**config.mk**
```make
export PLATFORM = sky130hd
export DESIGN_NAME = dbg_print
export DESIGN_NICKNAME = d
export VERILOG_FILES = /design/src/design/dbg_pkg.sv /design/src/design/dbg_print.sv
export SDC_FILE = /design/constraint.sdc
export NUM_CORES = 1
export LEC_CHECK = 0
export BUFFER_PORTS_ARGS = -buffer_cell sky130_fd_sc_hd__buf_4
export CAP_MARGIN = 10
export CORE_UTILIZATION = 47
export CTS_CLUSTER_SIZE = 24
export DETAILED_ROUTE_END_ITERATION = 10
export GPL_TIMING_DRIVEN = 0
export PLACE_DENSITY = 0.71
export RECOVER_POWER = 25
export REMOVE_ABC_BUFFERS = 1
export SYNTH_ARGS = -nofsm -noshare
export SYNTH_HDL_FRONTEND = slang
export SYNTH_SLANG_ARGS = --single-unit
```
**constraint.sdc**
```tcl
create_clock -name clk -period 1.8 [get_ports clk]
set_input_delay 0 -clock clk [delete_from_list [all_inputs] [get_ports clk]]
set_output_delay 0 -clock clk [all_outputs]
set_load 0.03 [all_outputs]
```
**src/design/dbg_pkg.sv**
```systemverilog
`default_nettype none

package dbg_pkg;

    // command latched by the scanner.
    typedef enum logic [2:0] {
        cmd_none   = 3'd0,
        cmd_dump_i = 3'd1
    } dbg_cmd_e;

    // one item for the printer; a character uses data[7:0] only.
    typedef struct packed {
        logic        is_word;
        logic [31:0] data;
    } print_req_t;

    localparam int dump_words = 8;
    localparam int imem_aw    = 10;

    // ascii codes.
    localparam logic [7:0] chr_i     = 8'h49;
    localparam logic [7:0] chr_dash  = 8'h2d;
    localparam logic [7:0] chr_colon = 8'h3a;
    localparam logic [7:0] chr_cr    = 8'h0d;
    localparam logic [7:0] chr_lf    = 8'h0a;

endpackage

`default_nettype wire

```
**src/design/dbg_print.sv**
```systemverilog
`timescale 1ns/10ps
`default_nettype none

module dbg_print (
    input  logic                clk,
    input  logic                rstn,
    input  logic                req_tx,
    input  dbg_pkg::print_req_t pr,
    output logic                ack_tx,
    output logic [7:0]          tx_data,
    output logic                tx_valid,
    input  logic                tx_ready
);

    typedef enum logic {
        pr_idle,
        pr_send
    } print_state_e;

    print_state_e state;
    logic [2:0]   nib_cnt;
    logic         is_word;
    logic [31:0]  shreg;
    logic [3:0]   nib;
    logic         last;

    assign nib = shreg[31:28];

    // top nibble to ascii, upper case.
    always_comb begin
        if (!is_word) begin
            tx_data = shreg[7:0];
        end else if (nib < 4'd10) begin
            tx_data = {4'h0, nib} + 8'h30;
        end else begin
            tx_data = {4'h0, nib} + 8'h37;
        end
    end

    assign last     = !is_word || (nib_cnt == 3'd7);
    assign tx_valid = (state == pr_send) && tx_ready;
    assign ack_tx   = tx_valid && last;

    always_ff @(posedge clk or negedge rstn) begin
        if (!rstn) begin
            state   <= pr_idle;
            nib_cnt <= 3'd0;
        end else begin
            case (state)
                pr_idle: begin
                    if (req_tx) begin
                        state   <= pr_send;
                        nib_cnt <= 3'd0;
                    end
                end
                default: begin
                    if (tx_ready) begin
                        if (last) begin
                            state <= pr_idle;
                        end else begin
                            nib_cnt <= nib_cnt + 3'd1;
                        end
                    end
                end
            endcase
        end
    end

    always_ff @(posedge clk) begin
        if (state == pr_idle && req_tx) begin
            is_word <= pr.is_word;
            shreg   <= pr.data;
        end else if (state == pr_send && tx_ready && is_word) begin
            shreg <= {shreg[27:0], 4'h0};
        end
    end

endmodule

`default_nettype wire

```
Word-level counts from Yosys, hierarchy flattened
Cells that the tools add are included.
Widths: inputs -> output; s select.

operators by class
  bitwise gates (word level) = 1
  equality and inequality tests = 3
  magnitude comparators = 1
  muxes and demuxes = 12
  reductions and logical operators = 9
  add/sub/neg operators = 3

operators by type and width
  operator             count
  $mux 32              2
  $add 4x6->7 const B  2
  $mux 3               4
  $mux 8               1
  $mux 7               1
  $logic_and 1x1->1    4
  $lt 4x4->1 const B   1
  $mux 1               4
  $ne 2x2->1 const B   2
  $reduce_bool 2->1    2
  $add 3x1->3 const B  1
  $eq 3x3->1 const B   1
  $reduce_and 3->1     1
  $logic_not 1->1      1
  $logic_or 1x1->1     1
  $not 1->1            1

word-level totals
  input bits = 37
  flip-flop bits (word level) = 37

Logic depth before layout (Yosys ltp)
  depth after elaboration = 5
  mapped depth = 5
  mapped depth without buffers = 5

Worst setup path before layout
OpenSTA, ideal clock, no wires.

  path type = register to register
  from = register state
  to = register shreg[0] (enable)
  path buffers = 0
  setup time = 0.388 ns
  arrival time = 1.467 ns
  slack = -0.055 ns
  stages on the path, launching flop included = 3
  clock period less this slack = 1.855 ns
  cell sequence = dfrtp_1 and2_1 a21o_1

on the way
  word-level cells in the longest chain between the ends = 3
  elaborated cells on any way between the ends = 5
  those cells by class = bitwise: 1; reduce/logical: 4

ends and longest elaborated chain
  item                         line             RTL
  from (decl)                  dbg_print.sv:20  print_state_e state;
  from (signal assigned)       dbg_print.sv:46  state <= pr_idle;
  from (signal assigned)       dbg_print.sv:52  state <= pr_send;
  from (signal assigned)       dbg_print.sv:59  state <= pr_idle;
  $logic_and 1x1->1            n/a
  named net tx_valid           dbg_print.sv:11  output logic tx_valid,
  $logic_and 1x1->1            dbg_print.sv:73  end else if (state == pr_send && tx_ready && is_word) begin
  $reduce_bool 2->1 (no line)  n/a
  to (signal assigned)         dbg_print.sv:72  shreg <= pr.data;
  to (signal assigned)         dbg_print.sv:74  shreg <= {shreg[27:0], 4'h0};
  to (decl)                    dbg_print.sv:23  logic [31:0] shreg;

The timed path passes the listed nets, and every way through them passes these cells.
A chain may end at the register's enable or synchronous reset.

Final worst setup path
  from = register is_word
  to = output tx_data[6]

on the way
  word-level cells in the longest chain between the ends = 1

ends and longest elaborated chain
  item                    line             RTL
  from (decl)             dbg_print.sv:22  logic is_word;
  from (signal assigned)  dbg_print.sv:71  is_word <= pr.is_word;
  $mux 8                  dbg_print.sv:31  if (!is_word) begin
  to (decl)               dbg_print.sv:10  output logic [7:0] tx_data,

Every way passes these cells.

==> run metrics <==
post-synth cell types 27; CTS Buf Count 5; Data required, critical path 1.80 ns; Slew Limit Fails 0; Die H 63.36 um; first-pass GRT wire length 6492 um; post-synthesis sequential area ratio 61.67%; row cnt 21; Hold WS 0.08778 ns; Die Area 0.004014 mm2; RSZ-0062 raised after global routing no; Post-Layout Inst Area 0.002561 mm2; Antenna Violating Nets Remaining 0; max-cap viol count 0; Worst R2R Setup Slack 0.18 ns; largest net degree at the start of global routing 38; DRT Wirelength 3977 um; overall routing resource usage 21.38%; post-synthesis cell count 174; highest clock rate 606.8 MHz; post-synth top area share 56.01%; grt total ovfl 0; commonest non-fill, non-tap cell in the layout nand2_1; dpl cell area 0.002113 mm2; I/O Buffers 46; critical path class reg -> out; register area 0.001091 mm2; # fillers 247; H-tree levels 2; Pre-antenna DRT Iters 4; final clock skew 0.005717 ns; Sink Count 37; crit-path max FO 15; DRT iter0 DRCs 73; Synth-to-Final Area Change 44.77%; Mapped Area 0.001769 mm2; Worst slew margin 63.32%; Worst-path clk slew 0.07 ns; period utilisation layout 91.56%; yosys warns 0; Synth Register Bits 37; vias 1474; via density per instance 4.865; final setup vio count 0; Clock Tree Root clkbuf_8; synth top area cells edfxtp_1 (56%), nand2_1 (17%), dfrtp_1 (5.7%); initial core utilization 51.01%; DP HPWL 2214 um; core area 0.003468 mm2; Post-Syn Area per Cell 10.17 um2; status completed; n_diodes 0; Skew-Pair Late Insertion Delay 0.28 ns; Hold WC Path Type in -> async; footprint of the multi-input gates 608.1 um2; WL per Instance 13.13 um; CTS max path bufs 2; Yosys top cell by area edfxtp_1; nature of the critical path startpoint register; number of global-route vias before repair 1468; worst vdd ir 0.0005812 V; Final Hold Viols 0; commonest non-fill, non-tap cells in the layout nand2_1 (82), buf_4 (43), dlygate4sd3_1 (35); routability cong. 0.7228; # IOs 47; min cycle time layout 1.648 ns; antenna violations before repair 0; post-CTS setup repair buffer count 0; Slew @ Worst Pin 0.5502 ns; share of cells above drive strength 1 22.18%; TritonCTS clock tree built; die width 63.36 um; PwrDens 818.5 mW/mm2; Critical Path AT 1.65 ns; CP endpoint kind output port; Lkg Pwr 0.001154 uW; nets 296; drt drc 0
worst max-delay path: stages, from the launching register on:
cell,delay [ns]
edfxtp_1,0.70
nand2_1,0.15
o21bai_1,0.22
o21ai_0,0.10
buf_4,0.20
path summary, 6_finish.rpt:
| check | startpoint | end | depth (start not counted) |
|---|---|---|---|
| max | is_word | tx_data[6] | 4 |
| min | rstn | state | 2 |
| max reg2reg | state | shreg[25] | 3 |
| min reg2reg | nib_cnt[0] | nib_cnt[0] | 1 |
| max in group asynchronous | rstn | nib_cnt[1] | 2 |
| min in group clk | tx_ready | nib_cnt[0] | 3 |
where the power goes:
part           switching [uW]  internal, uW  total [uW]
registers                49.1          1060        1110
logic                     239           214         453
clock network             276           260         536
per-layer routing:
layer,track usage (%),part of all wire (%)
met1,24.88,40
met2,38.30,55
met3,6.159,3.7
met4,5.114,1.3
met5,0,0
stage by stage:
step / cells / TNS (ns) / total power (uW) / worst slack [ns] / utilization [%]
finish: 303 / 0 / 2096 / 0.1519 / 73.85
global route: 303 / 0 / 2204 / 0.03470 / 73.85
CTS: 302 / 0 / 2107 / 0.03529 / 73.70
detailed placement: 259 / -28.42 / 1504 / -0.8895 / 60.93
global placement: 259 / -25.85 / 1483 / -0.8081 / 60.93
floorplan: 167 / -9.650 / 1342 / -0.3016 / -
sequential cells by signal, indices dropped and copies added (netlist names):
signal   count
shreg       32
nib_cnt      3
state        1
is_word      1
Yosys cell counts, drive strengths merged:
library cell and n:
a21boi 1, dfrtp 4, nand3 3, inv 8
o21a 1, nand2b 1, xnor2 1, o21bai 1
edfxtp 33, ha 3, nor2b 2, a21o 1
mux2 2, and4b 1, a21oi 5, nor2 4
nand4b 1, o21ai 7, and2 5, nand2 82
buf 7, o32ai 1
cell type report:
cell class	count	share of cell area (%)
clock buffers	5	2.687
repair buffers	81	26.87
inverters	8	1.368
flip-flops and latches	37	42.60
clock inverters	3	0.4885
well taps	46	2.247
multi-input cells	123	23.74
logic make-up after synthesis:
group	synth area share, %
adders and majority gates	2.122
buffers and inverters	5.021
muxes	1.273
xor gates and xnor gates	0.4951
AOI/OAI and AO/OA	6.012
DFF	61.67
and+or+nand+nor	23.41
repair_timing:
| action | CTS | global route |
|---|---|---|
| resized for setup | 4 | 1 |
| endpoints found under the setup margin | 32 | 16 |
| cloned | 1 | 0 |
| pin swaps | 0 | 0 |
| hold buffers | 34 | 1 |
| endpoints found under the hold margin | 37 | 1 |
Note: power is estimated with default switching activity, not from simulation.
