<file path="src/design/dbg_pkg.sv">
`default_nettype none

package dbg_pkg;

    // command latched by the scanner.
    typedef enum logic [2:0] {
        cmd_none   = 3'd0,
        cmd_dump_i = 3'd1
    } dbg_cmd_e;

    // one item for the printer; a character uses data[7:0] only.
    typedef struct packed {
        logic        is_word;
        logic [31:0] data;
    } print_req_t;

    localparam int dump_words = 8;
    localparam int imem_aw    = 10;

    // ascii codes.
    localparam logic [7:0] chr_i     = 8'h49;
    localparam logic [7:0] chr_dash  = 8'h2d;
    localparam logic [7:0] chr_colon = 8'h3a;
    localparam logic [7:0] chr_cr    = 8'h0d;
    localparam logic [7:0] chr_lf    = 8'h0a;

endpackage

`default_nettype wire

</file>
<file path="src/design/dbg_imem_dump.sv">
`timescale 1ns/10ps
`default_nettype none

module dbg_imem_dump (
    input  logic                      clk,
    input  logic                      rstn,
    input  dbg_pkg::dbg_cmd_e         cmd,
    output logic                      req_rx,
    input  logic                      ack_rx,
    input  logic                      flag_rx,
    input  logic [31:0]               addr,
    output logic                      req_tx,
    output dbg_pkg::print_req_t       pr,
    input  logic                      ack_tx,
    output logic [dbg_pkg::imem_aw-1:0] rd_addr,
    input  logic [31:0]               rd_data,
    output logic                      done
);
    import dbg_pkg::*;

    typedef enum logic [3:0] {
        st_idle,
        st_scan,
        st_print_i,
        st_print_dash,
        st_print_addr,
        st_print_colon,
        st_print_word,
        st_print_cr,
        st_print_lf
    } dump_state_e;

    dump_state_e        state;
    logic [imem_aw-1:0] cur_addr;
    logic [imem_aw-1:0] next_addr;
    logic [3:0]         cnt;

    assign rd_addr = cur_addr;

    // item handed to the printer in each print state.
    always_comb begin
        pr.is_word = 1'b0;
        pr.data    = 32'h0;
        case (state)
            st_print_i:     pr.data = {24'h0, chr_i};
            st_print_dash:  pr.data = {24'h0, chr_dash};
            st_print_colon: pr.data = {24'h0, chr_colon};
            st_print_cr:    pr.data = {24'h0, chr_cr};
            st_print_lf:    pr.data = {24'h0, chr_lf};
            st_print_addr: begin
                pr.is_word = 1'b1;
                pr.data    = {{(32 - imem_aw){1'b0}}, cur_addr};
            end
            st_print_word: begin
                pr.is_word = 1'b1;
                pr.data    = rd_data;
            end
            default: ;
        endcase
    end

    always_ff @(posedge clk or negedge rstn) begin
        if (!rstn) begin
            state     <= st_idle;
            req_rx    <= 1'b0;
            req_tx    <= 1'b0;
            cur_addr  <= '0;
            next_addr <= '0;
            cnt       <= 4'd0;
            done      <= 1'b0;
        end else begin
            done <= 1'b0;
            if (cmd != cmd_dump_i) begin
                state  <= st_idle;
                req_rx <= 1'b0;
                req_tx <= 1'b0;
                cnt    <= 4'd0;
            end else begin
                case (state)
                    st_idle: begin
                        // cmd still reads dump_i while done is high.
                        if (!done) begin
                            state  <= st_scan;
                            req_rx <= 1'b1;
                        end
                    end
                    st_scan: begin
                        if (ack_rx) begin
                            req_rx   <= 1'b0;
                            cur_addr <= flag_rx ? next_addr : addr[imem_aw-1:0];
                            state    <= st_print_i;
                        end
                    end
                    default: begin
                        if (ack_tx) begin
                            req_tx <= 1'b0;
                            case (state)
                                st_print_i:     state <= st_print_dash;
                                st_print_dash:  state <= st_print_addr;
                                st_print_addr:  state <= st_print_colon;
                                st_print_colon: state <= st_print_word;
                                st_print_word: begin
                                    cur_addr <= cur_addr + 1'b1;
                                    if (cnt == 4'(dump_words - 1)) begin
                                        cnt   <= 4'd0;
                                        state <= st_print_cr;
                                    end else begin
                                        cnt <= cnt + 4'd1;
                                    end
                                end
                                st_print_cr:    state <= st_print_lf;
                                default: begin
                                    next_addr <= cur_addr;
                                    done      <= 1'b1;
                                    state     <= st_idle;
                                end
                            endcase
                        end else begin
                            req_tx <= 1'b1;
                        end
                    end
                endcase
            end
        end
    end

endmodule

`default_nettype wire

</file>
<file path="config.mk">
export PLATFORM = sky130hd
export DESIGN_NAME = dbg_imem_dump
export DESIGN_NICKNAME = d
export VERILOG_FILES = /design/src/design/dbg_pkg.sv /design/src/design/dbg_imem_dump.sv
export SDC_FILE = /design/constraint.sdc
export NUM_CORES = 1
export LEC_CHECK = 0
export BUFFER_PORTS_ARGS = -buffer_cell sky130_fd_sc_hd__buf_2
export CAP_MARGIN = 20
export CORE_ASPECT_RATIO = 0.9
export CORE_MARGIN = 2
export CORE_UTILIZATION = 46
export DETAILED_ROUTE_END_ITERATION = 8
export GPL_TIMING_DRIVEN = 0
export PLACE_DENSITY = 0.81
export SLEW_MARGIN = 30
export SYNTH_ARGS = -nofsm -noshare
export SYNTH_HDL_FRONTEND = slang
export SYNTH_SLANG_ARGS = --single-unit
export TNS_END_PERCENT = 5
</file>
<file path="constraint.sdc">
create_clock -name clk -period 4.2 [get_ports clk]
set_input_delay 0.21 -clock clk [delete_from_list [all_inputs] [get_ports clk]]
set_output_delay 0.21 -clock clk [all_outputs]
set_load 0.02 [all_outputs]
</file>
Yosys cells after proc, flatten, opt, wreduce, memory -nomap -nowiden
Cells that the tools add are included.
{ "classes": {"n_addsub": 2, "n_eq_ne": 15, "n_mux": 30, "bitwise": 4, "n_reduce_logical": 15} }
{ "op_table": {"columns": ["cell", "n"], "rows": [
  ["$pmux 32 s7", 1],
  ["$mux 10", 4],
  ["$mux 4", 10],
  ["$pmux 4 s6", 1],
  ["$eq 4x3->1 const B", 5],
  ["$pmux 10 s2", 1],
  ["$mux 1", 11],
  ["$add 10x1->10 const B", 1],
  ["$eq 4x2->1 const B", 2],
  ["$pmux 4 s2", 1],
  ["$reduce_and 4->1", 2],
  ["$reduce_bool 2->1", 4],
  ["$ne 3x3->1 const B", 2],
  ["$reduce_and 3->1", 2],
  ["$reduce_or 6->1", 1],
  ["$ne 5x5->1 const B", 1],
  ["$reduce_and 5->1", 1],
  ["$add 4x1->4 const B", 1],
  ["$eq 4x1->1 const B", 1],
  ["$eq 4x4->1 const B", 1],
  ["$logic_not 4->1", 1],
  ["$not 1->1", 4],
  ["$reduce_bool 4->1", 1],
  ["$reduce_or 2->1", 2],
  ["5 further kinds", 5]
]} }
{ "totals": {"regBits": 31, "in_bits": 72, "out_inout_bits": 46, "wordCells": 73} }

Logic depth before layout (Yosys ltp)
{ "depth": {"word_depth": 6, "depth_mapped": 7, "depth_no_buf": 5} }

Least setup slack after synthesis
OpenSTA, ideal clock, no wires.
{ "synth_timing": {"kind": "register to output", "start": "register state[1]", "end": "output pr[6] (netlist name)", "arrival_time_ps": 1629, "required_ps": 3990, "slack_ps": 2361, "stages_incl_launch_ff": 5, "path_buffers": 2, "path_cell_list": "dfrtp_1 > clkbuf_1 > buf_2 > o21ai_0 > a211oi_1"} }
{ "synth_rtl": {"columns": ["item", "line_no", "rtl"], "rows": [
  ["from (decl)", "dbg_imem_dump.sv:33", "dump_state_e state;"],
  ["from (signal assigned)", "dbg_imem_dump.sv:64", "state <= st_idle;"],
  ["from (signal assigned)", "dbg_imem_dump.sv:74", "state <= st_idle;"],
  ["from (signal assigned)", "dbg_imem_dump.sv:83", "state <= st_scan;"],
  ["to (decl)", "dbg_imem_dump.sv:13", "output dbg_pkg::print_req_t pr,"]
]} }

==> metrics.md <==
| Metric | Value |
|---|---|
| Status | `finished clean` |
| Detailed Routing Iterations Pass 1 | `6` |
| Worst Path Max Fanout | `10` |
| Maximum vdd ir drop | `0.0002019 V` |
| Clk sink count | `31` |
| Via count | `2299` |
| Reg2Reg Setup Slack | `2330 ps` |
| Synth cell count leaders | `31 x dfrtp_1, 22 x a21oi_1, 22 x and2_1` |
| Maximum Capacitance Violations | `0` |
| Startpoint Class | `flop` |
| PortBufs | `95` |
| Top-count cell post-synth | `dfrtp_1` |
| Synth area leaders | `dfrtp_1 36%, mux2_2 6.9%, and2_1 6.4%` |
| Synth unique cells | `47` |
| IO Pins | `118` |
| Post-Synthesis Cells | `245` |
| Final setup skew | `just under 5 ps` |
| Final setup fails | `0` |
| Worst Hold Class | `in2reg` |
| # nets final | `422` |
| Rows | `23` |
| Setup TNS | `0 ps` |
| Final WL | `5989 um` |
| Main flop type after synthesis | `dfrtp_1` |
| CORE AREA | `between 0.004 and 0.005 mm^2` |
| Mapped Avg Cell Area | `8.723 um^2` |
| Mapped Area | `0.002137 mm^2` |
| Synthesis warning total | `0` |
| Root buffer cell | `clkbuf_8` |
| Post-Syn Nets | `319` |
| CP top delay family | `buffers and inverters` |
| Initial antenna violation count | `0` |
| Share of cells above drive strength 1 | `38.11%` |
| CTS H-tree lvls | `2` |
| Largest net degree at the start of global routing | `32` |
| RSZ-0062 raised after global routing | `false` |
| Asr flop ratio synth | `between 90% and 100%` |
| CTS tree | `done` |
| Die ar. | `0.005208 mm^2` |
| Mean routed wirelength per cell | `14.57 um` |
| Grt total ovfl | `0` |
| #FFs+latches synth | `31` |
| First-pass GRT wire length | `9294 um` |
| Placed cell count | `roughly 400` |
| Slew headroom | `51.55%` |
| Achievable Freq | `451.5 MHz` |
| Final min period | `2215 ps` |
| Crit path kind | `reg2out` |
| CTS buffer count | `5` |
| Total Routing Usage GR | `23.46%` |
| Synthesis-to-layout area growth | `30.27%` |
| Slew Viols, Final | `0` |
| ANT nets after route | `0` |
| Setup bufs post-CTS | `0` |
| Gpl congestion | `approximately 0.90` |
| Area leader, netlist | `dfrtp_1` |
| Worst-path clk slew | `60 ps` |
| Lkg Pwr | `between 1 and 1.5 nW` |
| Slowest CP cell | `dfrtp_1` |
| CP cell instances | `clkbuf_1 -> buf_2 -> o21ai_0 -> a211oi_1 -> buf_2` |
| CP Capture Type | `output pin` |
| Yosys top cell area share | `36.30%` |
| Die H | `68.66 um` |
| Finished Layout Cells | `411` |
| # diodes | `0` |
| CP max stage delay | `480 ps` |
| Arr. time, crit path | `2010 ps` |
| Detailed-route DRC error count | `0` |
| Period utilization | `approximately 53%` |
| Power Dens Cells | `224.2 mW/mm^2` |
| Effective utilization at floorplan | `47.91%` |
| Most frequent CP cell | `buf_2` |
| Clk buf depth | `2` |
| Vias in the first global route | `~2000` |
| Fin. Hold Viols | `0` |
| Sequential fraction of the synthesis area | `36.30%` |
| Worst path buffer plus inverter count | `3` |
| Req. time, crit path | `3990 ps` |
| DR iter-0 viols | `131` |
| Worst slew pin tran | `roughly 730 ps` |
| Hpwl dp | `between 4000 and 5000 um` |
| Number of flops mapped to enable cells by yosys | `0` |
| Worst skew pair latency | `280 ps` |
| Via density | `about 5.6` |
| DIE WIDTH | `75.85 um` |
## layer usage
metal | vias to the layer above | wire length, um | global-route usage, %
met5 | - | 0 | 0
met4 | 0 | 81 | 10.09
met3 | 13 | 391 | 3.779
met2 | 97 | 2863 | 35.99
met1 | 1099 | 2652 | 32.69
li1 | 1090 | - | -
## area by class of cell
type	instances	area, um^2
clock inverters	3	15.01
flip-flops and latches	31	775.7
plain buffers	22	117.6
multi-input cells	186	1221
inverters	6	22.52
clock buffers	5	68.82
fillers	409	1677
well taps	62	77.57
repair buffers	96	485.5
## sequential cells by signal, summed over array words and instances, names as in the netlist
| name | count |
|---|---|
| next_addr | 10 |
| cnt | 4 |
| req_tx | 1 |
| rd_addr | 10 |
| req_rx | 1 |
| done | 1 |
| state | 4 |
## logic make-up after synthesis
group,synth area share [%]
compound gates,18.97
fa+ha+maj,1.171
xor+xnor,0.8198
mux,11.07
buf+inv,6.557
flops,36.30
simple gates,25.12
## power breakdown
part / switching [mW] / leakage (nW) / internal [mW]
sequential: 0.00972 / 0.431 / 0.304
clock: 0.112 / 0.0477 / 0.113
combinational: 0.0464 / 0.925 / 0.0391
total: 0.168 / 1.40 / 0.456
## worst min-delay path: cells and delay by family
| kind | cells | cell delay [ps] |
|---|---|---|
| simple gates | 2 | 130 |
| compound gates | 1 | 50 |
| buf+inv | 1 | 120 |
## cell usage in the layout, fill, tap and decap left out, types with 9 or more instances in the layout
cell type  instances
buf_2            102
dfrtp_1           31
a21oi_1           22
mux2_2            13
nand2_1           13
clkbuf_1          11
nand3_1           10
and2_1            22
nor2_1            21
o21ai_0           14
mux2i_1            9
## path summary, 6_finish.rpt
check | startpoint | endpoint | depth (start not counted)
setup / recovery | state[1] | pr[6] | 5
hold / removal | ack_rx | req_rx | 4
setup reg to reg | state[3] | state[1] | 5
hold reg to reg | next_addr[7] | next_addr[7] | 1
max in group asynchronous | rstn | next_addr[9] | 2
min in group asynchronous | rstn | next_addr[2] | 2
## per-stage QoR
stage	area (um^2)	hold WS (ps)	power, mW	util [%]	setup WS [ps]
2_1_floorplan	2137	-85.59	0.3590	-	2362
3_3_place_gp	2690	298.1	0.4009	60.31	2290
6_report	2784	276.4	0.6243	62.41	1985
4_1_cts	2784	277.5	0.6277	62.41	1982
3_5_place_dp	2690	304.5	0.4032	60.31	2297
5_1_grt	2784	277.5	0.6599	62.41	1747
## what timing repair did
action	4_1_cts	5_1_grt
hold buffers	1	0
resized for setup	0	0
endpoints found under the hold margin	10	0
(Power assumes the default switching activity.)
