<file path="src/design/dbg_pkg.sv">
`default_nettype none

package dbg_pkg;

    // command latched by the scanner.
    typedef enum logic [2:0] {
        cmd_none   = 3'd0,
        cmd_dump_i = 3'd1
    } dbg_cmd_e;

    // one item for the printer; a character uses data[7:0] only.
    typedef struct packed {
        logic        is_word;
        logic [31:0] data;
    } print_req_t;

    localparam int dump_words = 8;
    localparam int imem_aw    = 10;

    // ascii codes.
    localparam logic [7:0] chr_i     = 8'h49;
    localparam logic [7:0] chr_dash  = 8'h2d;
    localparam logic [7:0] chr_colon = 8'h3a;
    localparam logic [7:0] chr_cr    = 8'h0d;
    localparam logic [7:0] chr_lf    = 8'h0a;

endpackage

`default_nettype wire

</file>
<file path="src/design/dbg_scan.sv">
`timescale 1ns/10ps
`default_nettype none

module dbg_scan (
    input  logic              clk,
    input  logic              rstn,
    input  logic [7:0]        rx_data,
    input  logic              rx_valid,
    input  logic              done,
    input  logic              req_rx,
    output dbg_pkg::dbg_cmd_e cmd,
    output logic              ack_rx,
    output logic              flag_rx,
    output logic [31:0]       addr
);
    import dbg_pkg::*;

    logic       collect;
    logic       cr_pend;
    logic [3:0] n_dig;
    logic       is_hex;
    logic [3:0] nib;
    logic       got_cr;

    // ascii hex digit decode, either case.
    always_comb begin
        is_hex = 1'b1;
        nib    = 4'h0;
        if (rx_data >= 8'h30 && rx_data <= 8'h39) begin
            nib = rx_data[3:0];
        end else if (rx_data >= 8'h41 && rx_data <= 8'h46) begin
            nib = rx_data[3:0] + 4'd9;
        end else if (rx_data >= 8'h61 && rx_data <= 8'h66) begin
            nib = rx_data[3:0] + 4'd9;
        end else begin
            is_hex = 1'b0;
        end
    end

    assign got_cr  = rx_valid && collect && (rx_data == chr_cr);
    assign flag_rx = (n_dig == 4'd0);

    always_ff @(posedge clk or negedge rstn) begin
        if (!rstn) begin
            cmd     <= cmd_none;
            collect <= 1'b0;
            cr_pend <= 1'b0;
            n_dig   <= 4'd0;
            ack_rx  <= 1'b0;
        end else if (done) begin
            cmd     <= cmd_none;
            collect <= 1'b0;
            cr_pend <= 1'b0;
            ack_rx  <= 1'b0;
        end else begin
            ack_rx <= 1'b0;
            if (cmd == cmd_none) begin
                if (rx_valid && rx_data == chr_i) begin
                    cmd     <= cmd_dump_i;
                    collect <= 1'b1;
                    n_dig   <= 4'd0;
                end
            end else if (collect) begin
                if (got_cr) begin
                    collect <= 1'b0;
                    // a CR ahead of the request waits for it.
                    if (req_rx) begin
                        ack_rx <= 1'b1;
                    end else begin
                        cr_pend <= 1'b1;
                    end
                end else if (rx_valid && is_hex && n_dig != 4'd8) begin
                    n_dig <= n_dig + 4'd1;
                end
            end else if (cr_pend && req_rx) begin
                ack_rx  <= 1'b1;
                cr_pend <= 1'b0;
            end
        end
    end

    // only the last eight digits survive the shift.
    always_ff @(posedge clk) begin
        if (cmd == cmd_none) begin
            addr <= 32'h0;
        end else if (collect && rx_valid && is_hex) begin
            addr <= {addr[27:0], nib};
        end
    end

endmodule

`default_nettype wire

</file>
<file path="config.mk">
export PLATFORM = sky130hd
export DESIGN_NAME = dbg_scan
export DESIGN_NICKNAME = d
export VERILOG_FILES = /design/src/design/dbg_pkg.sv /design/src/design/dbg_scan.sv
export SDC_FILE = /design/constraint.sdc
export NUM_CORES = 1
export LEC_CHECK = 0
export ABC_AREA = 1
export ABC_CLOCK_PERIOD_IN_PS = 1900
export BUFFER_PORTS_ARGS = -buffer_cell sky130_fd_sc_hd__buf_2
export CAP_MARGIN = 15
export CORE_ASPECT_RATIO = 0.6
export CORE_MARGIN = 5
export CORE_UTILIZATION = 53
export CTS_CLUSTER_DIAMETER = 40
export DETAILED_ROUTE_END_ITERATION = 6
export PLACE_DENSITY = 0.9
export REMOVE_ABC_BUFFERS = 1
export SLEW_MARGIN = 20
export SYNTH_ARGS = -nofsm -noshare
export SYNTH_HDL_FRONTEND = slang
export SYNTH_SLANG_ARGS = --single-unit
</file>
<file path="constraint.sdc">
create_clock -name clk -period 1.9 [get_ports clk]
set_input_delay 0.095 -clock clk [delete_from_list [all_inputs] [get_ports clk]]
set_output_delay 0.095 -clock clk [all_outputs]
set_load 0.03 [all_outputs]
</file>
* Word level (Yosys, flattened, before mapping)
Index checks and enable logic that the tools add are counted.
** Cells by class
- Add/sub/neg operators :: 2
- $lt $le $gt $ge :: 6
- Eq/ne operators :: 9
- Mux-type cells :: 31
- Bitwise logic cells :: 1
- Reductions and logical operators :: 20
** Operators by type and width (number)
- $mux W4 :: 8
- $mux W1 :: 20
- $ge A8 B7 Y1 const B :: 2
- $le A8 B7 Y1 const B :: 2
- $logic_and A1 B1 Y1 :: 10
- $mux W3 :: 3
- $eq A8 B4 Y1 const B :: 1
- $eq A8 B7 Y1 const B :: 1
- $ge A8 B6 Y1 const B :: 1
- $le A8 B6 Y1 const B :: 1
- $reduce_bool A2 Y1 :: 4
- $ne A3 B2 Y1 const B :: 2
- $reduce_and A5 Y1 :: 1
- $add A4 B1 Y4 const B :: 1
- $add A4 B4 Y4 const B :: 1
- $logic_not A4 Y1 :: 1
- $ne A2 B1 Y1 const B :: 2
- $ne A4 B4 Y1 const B :: 1
- $reduce_and A4 Y1 :: 1
- $logic_not A3 Y1 :: 1
- $ne A3 B3 Y1 const B :: 1
- $reduce_bool A3 Y1 :: 1
- $ne A2 B2 Y1 const B :: 1
- $reduce_and A2 Y1 :: 1
- $not A1 Y1 :: 1
** Storage, ports and cells
- Bits in registers :: 42
- Input bits :: 13
- Output and inout port bits :: 37
- Word-level logic and storage cells :: 75

* Longest topological paths before layout
- Depth in word-level cells :: 11
- Depth in mapped cells :: 13
- Depth with buffers taken out :: 13

* Worst setup path after synthesis
OpenSTA, ideal clock, no wires.
- Path type :: register -> register
- From :: register cmd[0]
- To :: register n_dig[0]
- Library setup time :: 0.117 ns
- Arrival time :: 1.417 ns
- Required time :: 1.783 ns
- Path slack :: 0.367 ns
- Cell stages (with the launch flop) :: 11
- Buffers on the path :: 1
- Clock period less this slack :: 1.533 ns
- Cells stage by stage :: dfrtp_1 > buf_2 > inv_1 > nor2_1 > nand3_1 > nor2_1 > nand2_1 > nand2_2 > nand2_1 > nand2_1 > nand2_1
** Between the ends
- Cells in the longest elaborated chain, start to end :: 3
- Elaborated cells between the ends (all ways) :: 7
- Classes of those cells :: 2 x eq/ne; 1 x mux; 4 x reduce/logical
** Ends and longest elaborated chain
- start: declaration :: RTL line dbg_scan.sv:11 : output dbg_pkg::dbg_cmd_e cmd,
- start signal: assignment :: RTL line dbg_scan.sv:45 : cmd <= cmd_none;
- start signal: assignment :: RTL line dbg_scan.sv:51 : cmd <= cmd_none;
- start signal: assignment :: RTL line dbg_scan.sv:59 : cmd <= cmd_dump_i;
- $logic_not A3 Y1 * :: RTL line dbg_scan.sv:57 : if (cmd == cmd_none) begin
- $ne A2 B1 Y1 (no line) / $reduce_bool A2 Y1 (equally long branches)
- $reduce_and A5 Y1 (no line)
- end signal: assignment :: RTL line dbg_scan.sv:73 : n_dig <= n_dig + 4'd1;
- end: declaration :: RTL line dbg_scan.sv:20 : logic [3:0] n_dig;
Mark *: on every way between the ends. The rest lies on a longest branch, timed or not.
A chain may end at the register's enable or synchronous reset.

* Final worst setup path
- From :: register n_dig[0]
- To :: register n_dig[2]
** Between the ends
- Cells in the longest elaborated chain, start to end :: 5
- Elaborated cells between the ends (all ways) :: 9
- Classes of those cells :: 1 x add/sub; 1 x eq/ne; 4 x mux; 3 x reduce/logical
** Ends and longest elaborated chain
- $add A4 B1 Y4 :: RTL line dbg_scan.sv:73
- $mux W4 :: RTL line dbg_scan.sv:72 : end else if (rx_valid && is_hex && n_dig != 4'd8) begin
- $mux W4 :: RTL line dbg_scan.sv:64 : if (got_cr) begin
- $mux W4 :: RTL line dbg_scan.sv:63 : end else if (collect) begin
- $mux W4 :: RTL line dbg_scan.sv:57
Several ways; a longest one is shown, not always the timed one. The select of a mux whose other input is x is not followed.

==> results.ini <==
[run_status]
outcome=finished clean

[route]
postRouteAntennaNets=0
wl_mm=4.03
dr_total_vias=1692
dr.pass1.iters=4
wire_per_inst_um=11.6
routed_via_density=4.86
drtIter0Drc=142
drc_errors=0

[layout]
final_cell_mix=82 x nor2_1, 47 x buf_2, 37 x nand2_1, 32 x dfxtp_1, 18 x o21ai_1
layout_commonest_cell=nor2_1
final_util_pct=67.2
final_layout_size_suffix_gt1_share_pct=23.4
finalNetCount=320
insertedDiodeCount=0
fill_cells=272
synthToLayoutAreaGrowth_pct=18.3

[grt]
grt_pass1_wl_mm=6.62
grt_antenna_before_repair=0
grt_max_degree=35
grt_pass1_vias=1499
grtUsageTotal_pct=17.0
overflow=0

[critical_path]
end_kind=flop
crit_buf_inv=1
arrival_ps=1720
crit_path_start_kind=flop
crit_family=simple AND/OR/NAND/NOR gates
critPathSlowestCell=dfrtp_1
crit_top_cell=nand2_1
setup.worst_path.class=reg2reg
critPathMaxStageDelay_ps=420
critical_path_required_ps=2090
cp_cell_sequence=inv_1 -> ha_1 -> nand3_1 -> nand3_1 -> nor2_1 -> nand2_1 -> nand2_2 -> nand2_1 -> nand2_1 -> nand2_1
crit_path_max_fanout=5

[timing]
fin_skew_ps=7.79
maxSlewViolCount=0
fmaxAchievable_mhz=653
worst_hold_slack_ps=44.6
finalHoldViolCount=0
rsz0062_at_grt=false
fin_ws_ps=368
fin_crit_ps=1530
tns_ps=0
fin_crit_sh_pct=80.6
finalSetupViolCount=0

[clock_tree]
clk_latency_ps=300
cts_tree=yes
htreeDepth=2
root_buffer=clkbuf_8
cts-resized-gates=0
postCtsSetupRepairBufs=0
clock-sinks=40
clk_pin_slew_ps=80
clock_path_buffers=2
cts_buffers=5

[logic_synthesis]
synth_edf_count=0
ys_seq_area_share_pct=44.0
async_reset_ff_share_pct=20.0
yosys_warnings=0
synth_cell_types=27
synth_seq_cells=40
syn-instance-count=255
syn_area_per_cell_um2=7.49
synth_flop_cell=dfxtp_1
syn_area_um2=1910

[floorplanning]
initial_core_util_pct=56.8
ioPinCount=50
die_w_um=87.5
die_y_um=56.5
fp-row-count=16
core-area_um2=3360
die_area_um2=4940

[placed_design]
io_buffers=47
place_ws_ps=349
place_congestion=0.797
hpwl_mm=2.88

[min_path]
hp-class=in2reg

[power_and_ir_drop]
leakagePower_nw=1.07
power_density_nw_per_um2=747
ir_drop_mv=0.395

[job]
max_cap_violations=0

## worst reg2reg max path: stages, from the launching register on
cell and delay, ps:
dfrtp_1 420, inv_1 60, ha_1 210, nand3_1 90
nand3_1 80, nor2_1 130, nand2_1 70, nand2_2 100
nand2_1 120, nand2_1 100, nand2_1 50
## metrics by stage
stage               cells  area, um2  total power [mW]
floorplan             244       1820             0.936
global placement      339       2130             0.971
finish                348       2260              1.69
CTS                   348       2260              1.70
detailed placement    339       2130             0.974
global route          348       2260              1.76
## synth_stat cells, drive strengths merged, types with 2 or more instances
| master | n | area [um2] |
|---|---|---|
| a21oi | 4 | 35.0 |
| buf | 9 | 87.6 |
| clkbuf | 3 | 11.3 |
| dfrtp | 8 | 200 |
| dfxtp | 32 | 641 |
| ha | 5 | 62.6 |
| inv | 17 | 63.8 |
| nand2 | 43 | 191 |
| nand3 | 13 | 65.1 |
| nor2 | 83 | 319 |
| nor3 | 2 | 26.3 |
| o21ai | 30 | 150 |
| xor2 | 2 | 17.5 |
## sequential cells by signal, summed over array words and instances (netlist names)
signal / count
addr: 32
n_dig: 4
ack_rx: 1
cmd: 1
collect: 1
cr_pend: 1
## final timing paths
path | from | end | slack, ps | cells after the start
worst max-delay path | n_dig[0] | n_dig[2] | 370 | 10
max in group asynchronous | rstn | ack_rx | 1570 | 2
worst min register to register | addr[30] | addr[30] | 490 | 2
worst max register to register | n_dig[0] | n_dig[2] | 370 | 10
worst min-delay path | req_rx | ack_rx | 40 | 3
min in group asynchronous | rstn | n_dig[3] | 170 | 2
## what timing repair did
action	in CTS	in global routing
hold buffers	1	0
endpoints found under the hold margin	8	0
setup endpoints to repair	0	0
## layout make-up
type                    instances  area, um2  share of cell area (%)
repair buffers                 51        268                    11.8
well taps                      45       56.3                    2.49
clock buffers                   6       82.6                    3.65
inverters                      17       63.8                    2.82
clock inverters                 2       38.8                    1.72
multi-input cells             187        911                    40.3
flip-flops and latches         40        841                    37.2
## logic make-up after synthesis
| kind of cell | synth area share, % |
|---|---|
| AOI/OAI and AO/OA | 10.0 |
| xor gates and xnor gates | 1.38 |
| adders and majority gates | 3.27 |
| buffers and inverters | 8.51 |
| DFF | 44.0 |
| other | 0.196 |
| and+or+nand+nor | 32.6 |
## routing by layer
layer / up-vias / GRT usage (%) / share of wire (%)
met5: - / 0 / 0
met4: 0 / 6.56 / 1.7
met3: 8 / 5.99 / 7.4
met2: 56 / 25.5 / 43
met1: 741 / 22.1 / 48
li1: 887 / - / -
## power by group
| part | switching, mW | internal (mW) | leakage [nW] |
|---|---|---|---|
| Clock | 0.301 | 0.429 | 0.0614 |
| Sequential | 0.00453 | 0.846 | 0.367 |
| Combinational | 0.0714 | 0.0353 | 0.638 |
| Total | 0.377 | 1.31 | 1.07 |
(Power assumes the default switching activity.)
